`src/hw/histo_pkg.sv`:
```
// histogram adapter shared definitions
package histo_pkg;

    localparam int WORD_BITS = 32;
    localparam int PIXEL_BITS = 8;
    localparam int PIXELS_PER_WORD = 4;

    // frame length field of a header word
    localparam int LEN_BITS = 16;

    // one input word, read either as a header or as four pixels
    typedef union packed {
        struct packed {
            logic [WORD_BITS-LEN_BITS-1:0] unused; // ignored
            logic [LEN_BITS-1:0] length;           // frame length in words
        } header;
        logic [PIXELS_PER_WORD-1:0][PIXEL_BITS-1:0] pixels; // pixel 0 in the low byte
    } in_word_u;

endpackage

```
`src/hw/frame_parser.sv`:
```
// length-prefixed frame parser
module frame_parser import histo_pkg::*; (
    input  logic                 clock,
    input  logic                 reset,

    input  in_word_u             in_data,
    input  logic                 in_valid,
    output logic                 in_ready,

    output logic [WORD_BITS-1:0] word_data,
    output logic                 word_valid,
    output logic                 word_last,
    input  logic                 word_ready
);

    logic [LEN_BITS-1:0] remaining_q; // pixel words still due in this frame
    logic in_header;

    assign in_header = (remaining_q == '0);

    // headers are always consumed, pixel words only when downstream takes them
    assign in_ready = in_header || word_ready;

    assign word_data = in_data;
    assign word_valid = in_valid && !in_header;
    assign word_last = (remaining_q == LEN_BITS'(1));

    always_ff @(posedge clock) begin
        if (reset) begin
            remaining_q <= '0;
        end else if (in_valid && in_ready) begin
            if (in_header) begin
                remaining_q <= in_data.header.length; // zero header leaves us idle
            end else begin
                remaining_q <= remaining_q - LEN_BITS'(1);
            end
        end
    end

endmodule

```
`src/hw/pixel_unpacker.sv`:
```
// word to pixel unpacker
module pixel_unpacker import histo_pkg::*; (
    input  logic                  clock,
    input  logic                  reset,

    input  in_word_u              word_data,
    input  logic                  word_valid,
    input  logic                  word_last,
    output logic                  word_ready,

    output logic [PIXEL_BITS-1:0] pix_data,
    output logic                  pix_valid,
    output logic                  pix_last,
    input  logic                  pix_ready
);

    localparam int IDX_BITS = $clog2(PIXELS_PER_WORD);
    localparam logic [IDX_BITS-1:0] LAST_IDX = IDX_BITS'(PIXELS_PER_WORD - 1);

    in_word_u buf_q;
    logic full_q;
    logic last_q; // buffered word ends the frame
    logic [IDX_BITS-1:0] idx_q;
    logic pix_take;

    assign pix_take = pix_valid && pix_ready;

    // refill in the same cycle the final pixel leaves
    assign word_ready = !full_q || (idx_q == LAST_IDX && pix_ready);

    assign pix_valid = full_q;
    assign pix_data = buf_q.pixels[idx_q];
    assign pix_last = full_q && last_q && (idx_q == LAST_IDX);

    always_ff @(posedge clock) begin
        if (reset) begin
            full_q <= 1'b0;
            last_q <= 1'b0;
            idx_q <= '0;
        end else begin
            if (pix_take) begin
                idx_q <= idx_q + IDX_BITS'(1);
                if (idx_q == LAST_IDX) full_q <= 1'b0;
            end
            if (word_valid && word_ready) begin // wins over the drain above
                full_q <= 1'b1;
                last_q <= word_last;
                idx_q <= '0;
            end
        end
    end

    always_ff @(posedge clock) begin
        if (word_valid && word_ready) buf_q <= word_data;
    end

endmodule

```
`src/hw/histogram_engine.sv`:
```
// per-frame intensity histogram
module histogram_engine import histo_pkg::*; #(
    parameter int MAX_FRAME_WORDS = 1024,
    parameter int N_BINS = 8,
    localparam int CNT_W = $clog2(MAX_FRAME_WORDS * PIXELS_PER_WORD + 1)
) (
    input  logic                  clock,
    input  logic                  reset,

    input  logic [PIXEL_BITS-1:0] pix_data,
    input  logic                  pix_valid,
    input  logic                  pix_last,
    output logic                  pix_ready,

    output logic [CNT_W-1:0]      snap_counts [N_BINS],
    output logic                  snap_valid,
    input  logic                  snap_ready
);

    localparam int BIN_BITS = $clog2(N_BINS);

    logic [CNT_W-1:0] bins_q [N_BINS];
    logic [CNT_W-1:0] snap_q [N_BINS];
    logic snap_valid_q;
    logic [BIN_BITS-1:0] sel;
    logic pix_take;

    assign sel = pix_data[PIXEL_BITS-1 -: BIN_BITS]; // top bits pick the bin
    assign pix_take = pix_valid && pix_ready;

    // stall only while an untaken snapshot is waiting
    assign pix_ready = !snap_valid_q || snap_ready;

    assign snap_valid = snap_valid_q;
    assign snap_counts = snap_q;

    always_ff @(posedge clock) begin
        if (reset) begin
            snap_valid_q <= 1'b0;
            for (int i = 0; i < N_BINS; i++) begin
                bins_q[i] <= '0;
            end
        end else begin
            if (snap_valid_q && snap_ready) snap_valid_q <= 1'b0;
            if (pix_take) begin
                if (pix_last) begin
                    snap_valid_q <= 1'b1;
                    for (int i = 0; i < N_BINS; i++) begin
                        bins_q[i] <= '0; // start the next frame fresh
                    end
                end else begin
                    bins_q[sel] <= bins_q[sel] + CNT_W'(1);
                end
            end
        end
    end

    // snapshot includes the last pixel itself
    always_ff @(posedge clock) begin
        if (pix_take && pix_last) begin
            for (int i = 0; i < N_BINS; i++) begin
                snap_q[i] <= bins_q[i] + CNT_W'(sel == BIN_BITS'(i));
            end
        end
    end

endmodule

```
`src/hw/result_serializer.sv`:
```
// bin count serializer
module result_serializer import histo_pkg::*; #(
    parameter int MAX_FRAME_WORDS = 1024,
    parameter int N_BINS = 8,
    localparam int CNT_W = $clog2(MAX_FRAME_WORDS * PIXELS_PER_WORD + 1)
) (
    input  logic                 clock,
    input  logic                 reset,

    input  logic [CNT_W-1:0]     snap_counts [N_BINS],
    input  logic                 snap_valid,
    output logic                 snap_ready,

    output logic [WORD_BITS-1:0] out_data,
    output logic                 out_valid,
    output logic                 out_last,
    input  logic                 downstream_stall
);

    localparam int BIN_BITS = $clog2(N_BINS);
    localparam logic [BIN_BITS-1:0] LAST_BIN = BIN_BITS'(N_BINS - 1);

    logic [CNT_W-1:0] buf_q [N_BINS];
    logic busy_q;
    logic [BIN_BITS-1:0] idx_q;

    assign snap_ready = !busy_q;

    assign out_valid = busy_q;
    assign out_data = {{(WORD_BITS - CNT_W){1'b0}}, buf_q[idx_q]};
    assign out_last = busy_q && (idx_q == LAST_BIN);

    always_ff @(posedge clock) begin
        if (reset) begin
            busy_q <= 1'b0;
            idx_q <= '0;
        end else if (!busy_q) begin
            if (snap_valid) begin
                busy_q <= 1'b1;
                idx_q <= '0;
            end
        end else if (!downstream_stall) begin
            idx_q <= idx_q + BIN_BITS'(1);
            if (idx_q == LAST_BIN) begin
                busy_q <= 1'b0; // idle again, next snapshot a cycle later
                idx_q <= '0;
            end
        end
    end

    always_ff @(posedge clock) begin
        if (!busy_q && snap_valid) buf_q <= snap_counts;
    end

endmodule

```
`src/hw/histo_top.sv`:
```
// histogram adapter top level
module histo_top import histo_pkg::*; #(
    parameter int MAX_FRAME_WORDS = 1024,
    parameter int N_BINS = 8
) (
    input  logic                 clock,
    input  logic                 reset,

    input  logic [WORD_BITS-1:0] in_data,
    input  logic                 in_valid,
    output logic                 upstream_stall,

    output logic [WORD_BITS-1:0] out_data,
    output logic                 out_valid,
    output logic                 out_last,
    input  logic                 downstream_stall
);

    localparam int CNT_W = $clog2(MAX_FRAME_WORDS * PIXELS_PER_WORD + 1);

    logic in_ready;

    logic [WORD_BITS-1:0] word_data;
    logic word_valid;
    logic word_last;
    logic word_ready;

    logic [PIXEL_BITS-1:0] pix_data;
    logic pix_valid;
    logic pix_last;
    logic pix_ready;

    logic [CNT_W-1:0] snap_counts [N_BINS];
    logic snap_valid;
    logic snap_ready;

    assign upstream_stall = !in_ready;

    frame_parser parser (
        .clock(clock), .reset(reset),
        .in_data(in_data), .in_valid(in_valid), .in_ready(in_ready),
        .word_data(word_data), .word_valid(word_valid),
        .word_last(word_last), .word_ready(word_ready)
    );

    pixel_unpacker unpacker (
        .clock(clock), .reset(reset),
        .word_data(word_data), .word_valid(word_valid),
        .word_last(word_last), .word_ready(word_ready),
        .pix_data(pix_data), .pix_valid(pix_valid),
        .pix_last(pix_last), .pix_ready(pix_ready)
    );

    histogram_engine #(.MAX_FRAME_WORDS(MAX_FRAME_WORDS), .N_BINS(N_BINS)) engine (
        .clock(clock), .reset(reset),
        .pix_data(pix_data), .pix_valid(pix_valid),
        .pix_last(pix_last), .pix_ready(pix_ready),
        .snap_counts(snap_counts), .snap_valid(snap_valid), .snap_ready(snap_ready)
    );

    result_serializer #(.MAX_FRAME_WORDS(MAX_FRAME_WORDS), .N_BINS(N_BINS)) serializer (
        .clock(clock), .reset(reset),
        .snap_counts(snap_counts), .snap_valid(snap_valid), .snap_ready(snap_ready),
        .out_data(out_data), .out_valid(out_valid), .out_last(out_last),
        .downstream_stall(downstream_stall)
    );

endmodule

```
`config.mk`:
```
export PLATFORM = sky130hd
export DESIGN_NAME = histo_top
export DESIGN_NICKNAME = d
export VERILOG_FILES = /design/src/hw/histo_pkg.sv /design/src/hw/frame_parser.sv /design/src/hw/pixel_unpacker.sv /design/src/hw/histogram_engine.sv /design/src/hw/result_serializer.sv /design/src/hw/histo_top.sv
export SDC_FILE = /design/constraint.sdc
export NUM_CORES = 1
export LEC_CHECK = 0
export BUFFER_PORTS_ARGS = -buffer_cell sky130_fd_sc_hd__buf_2
export CAP_MARGIN = 20
export CELL_PAD_IN_SITES_DETAIL_PLACEMENT = 1
export CELL_PAD_IN_SITES_GLOBAL_PLACEMENT = 1
export CORE_MARGIN = 2
export CORE_UTILIZATION = 52
export CTS_CLUSTER_DIAMETER = 200
export DETAILED_ROUTE_END_ITERATION = 10
export GPL_ROUTABILITY_DRIVEN = 0
export GPL_TIMING_DRIVEN = 0
export PLACE_DENSITY = 0.82
export SYNTH_ARGS = -nofsm -noshare
export SYNTH_HDL_FRONTEND = slang
export SYNTH_SLANG_ARGS = --single-unit
```
`constraint.sdc`:
```
create_clock -name clock -period 7.67 [get_ports clock]
set_clock_uncertainty 0.1 [all_clocks]
set_input_delay 1.1505 -clock clock [delete_from_list [all_inputs] [get_ports clock]]
set_output_delay 1.1505 -clock clock [all_outputs]
set_load 0.05 [all_outputs]
```
==> flow_summary.yaml <==
status:
  status: "complete, no violations"
sta:
  hold_violations: 0
  slew_violations: 0
  fin_crit_ns: 4.83
  rsz0062_at_grt: "false"
  post-route-period-util_pct: 63.0
  setup_ws_ns: 2.84
  setup_viol: 0
  relSlewSlack_pct: 31.3
  tightest_slew_ns: 1.03
  max_freq_mhz: 207
grt:
  grt_max_degree: 39
  grt_remaining_overflow: 0
  grt_pass1_vias: 10900
  grt_pass1_wl_um: 67200
  antenna_found_initial: 0
  grt_use_total_pct: 29.2
detailed_routing:
  drtIter0Drc: 905
  vias: 10300
  wl_um: 44600
  dr.pass1.iters: 5
  ant_nets: 0
  drt-wirelength-per-cell_um: 27.1
  drcViolationCount: 0
  viasPerCell: 6.23
critical_path:
  start_kind: "flip-flop"
  crit_path_max_incr_delay_ns: 0.80
  startpoint: "serializer.idx_q[0]"
  reg2regPathDepth: 12
  crit_arrival_ns: 3.58
  crit_required_ns: 6.42
  crit_type: "reg -> out"
  path_cells: "clkbuf_1, buf_1, mux4_2, mux2_2, buf_2"
  crit_slowest_cell: "buf_1"
  endpoint_kind: "primary output"
  r2r-end: "engine.bins_q[4][10]"
  r2r-start: "unpacker.idx_q[0]"
  crit_path_max_fanout: 10
  ff2ff_setup_slack_ns: 3.01
clock_tree:
  cts_buffers: 37
  cts_resized: 0
  htreeDepth: 2
  clockBufferDepth: 3
  clk_pin_slew_worst_paths_ns: 0.06
  cts_root_buffer: "clkbuf_16"
  clk_latency_ns: 0.53
  cts-hold-fix-buffers: 0
  cts_tree: "built"
  post-cts-setup-buffer-count: 0
  cts.sinks: 349
pwr:
  power_uw: 5560
  power_density_mw_per_mm2: 314
  ir_drop_mv: 0.240
  p_leak_uw: 0.00621
die:
  rows: 63
  die_w_um: 178
  fp.coreArea_mm2: 0.0296
  die-area_mm2: 0.0316
  pin_count: 71
  die_h_um: 178
  initial_core_util_pct: 52.9
logic_synthesis:
  netlist_instances: 1124
  ys_seq_elements: 349
  ys_types: 61
  yosys_warnings: 0
  synth-seq-area-share_pct: 65.3
  synth-edff-count: 324
  async_flop_share_pct: 0
  avgSynthCellArea_um2: 13.9
  dominantRegCellSynth: "edfxtp_1"
  syn-cell-area_mm2: 0.0157
cells_and_area:
  antennaDiodeCount: 0
  nets: 1289
  drive_gt1_share_pct: 15.0
  fillCellCount: 2914
  postLayoutCoreUtil_pct: 59.8
  syn2layout_area_growth_pct: 13.0
placement:
  place_ws_ns: 3.11
  numPortBuffers: 40
  hpwl_um: 32700
hold_path:
  holdPathEnd: "serializer.buf_q[102]"
  hold_start: "engine.snap_counts[102]"
  min_path_cells: 0
  worst_hold_path_type: "reg -> reg"
job:
  cap_violations: 0
==> worst max-delay path, delay by kind of cell, from the launching register on <==
| family | cells | cell delay, ns |
|---|---|---|
| buffers and inverters | 3 | 1.78 |
| multiplexers | 2 | 0.92 |
| flip-flops | 1 | 0.34 |
==> power breakdown <==
part           internal, uW  switching (uW)  leakage, uW  total (uW)
clock network           965             700     0.000542        1660
logic                   500            1080      0.00240        1580
registers              2200             120      0.00327        2320
total                  3660            1890      0.00621        5560
==> area by class of cell <==
cell class	count	area, um^2	area share, %
Sequential cell	349	10200	57.7
Multi-Input combinational cell	713	5120	28.9
Clock inverter	12	91.3	0.516
Clock buffer	53	1030	5.80
Inverter	14	52.6	0.297
Buffer	66	354	2.00
Timing Repair Buffer	48	352	1.98
Tap cell	390	488	2.75
==> state kept, by name (all words and copies together), names as in the netlist <==
name	count
serializer.out_valid	1
serializer.buf_q	104
engine.snap_valid	1
unpacker.idx_q	2
unpacker.pix_valid	1
serializer.idx_q	3
parser.remaining_q	16
engine.bins_q	104
unpacker.last_q	1
unpacker.buf_q	12
engine.snap_counts	104
==> routing by layer <==
| layer | GRT usage (%) | wire length (um) | vias up | part of all wire [%] |
|---|---|---|---|---|
| met5 | 0 | 0 | - | 0 |
| met2 | 49.9 | 22400 | 490 | 50 |
| met3 | 4.50 | 3410 | 118 | 7.6 |
| met4 | 11.6 | 1970 | 0 | 4.4 |
| li1 | - | - | 4442 | - |
| met1 | 37.4 | 16900 | 5206 | 38 |
==> cells in the final DEF, fill, tap and decap left out, types with 7 or more instances in the layout <==
master,count
or3_1,8
a22oi_1,12
clkbuf_1,39
clkinv_1,7
dfxtp_1,25
xor2_1,19
nor2_1,94
and4_1,10
buf_2,50
o21ai_0,17
clkbuf_16,38
edfxtp_1,324
nand3_1,60
a211oi_1,9
xnor2_1,74
mux2_2,18
and3_1,32
a21oi_1,56
nand2b_1,8
inv_1,14
ha_1,24
nor3_1,24
mux4_2,35
mux2i_1,35
buf_4,23
nand2_1,84
conb_1,19
==> worst max path at each step <==
stage                                      end  slack (ns)  depth (start not counted)
after floorplan            engine.bins_q[0][0]        0.55                          5
after global placement    engine.bins_q[3][12]       -1.88                          5
after detailed placement   engine.bins_q[5][6]        3.11                         11
after CTS                          out_data[8]        2.66                          5
after global routing              out_data[10]        2.56                          5
final                              out_data[1]        2.84                          5
==> cells by family after synthesis <==
group,synth area share (%)
AND/OR/NAND/NOR,10.9
adder cells (fa/ha/maj),1.92
buffers and inverters,2.59
AO/OA/AOI/OAI,5.61
flip-flops,65.3
other,0.0239
multiplexers,8.56
XOR/XNOR,5.20
==> per-stage QoR <==
stage	cell area [um^2]	hold slack, ns	setup TNS [ns]	cells
global route	17700	0.318	0	1645
floorplan	15700	0.300	0	1142
detailed placement	16600	0.306	0	1578
CTS	17700	0.311	0	1643
global placement	16400	0.301	-190.37	1572
finish	17700	0.318	0	1645
==> synth_stat cells, types with 12 or more instances <==
cell type | instances | area, um^2
nand3_1 | 60 | 300
mux2_2 | 18 | 203
buf_4 | 23 | 173
a21oi_1 | 56 | 280
inv_1 | 14 | 52.6
nor2_1 | 95 | 357
clkbuf_1 | 26 | 97.6
xnor2_1 | 74 | 648
ha_1 | 24 | 300
o21ai_0 | 17 | 85.1
nand2_1 | 84 | 315
and3_1 | 32 | 200
mux2i_1 | 35 | 350
a22oi_1 | 12 | 90.1
dfxtp_1 | 25 | 500
mux4_2 | 35 | 788
nor3_1 | 24 | 120
xor2_1 | 19 | 166
edfxtp_1 | 324 | 9730
No activity file was read; power rests on OpenSTA's default activity.
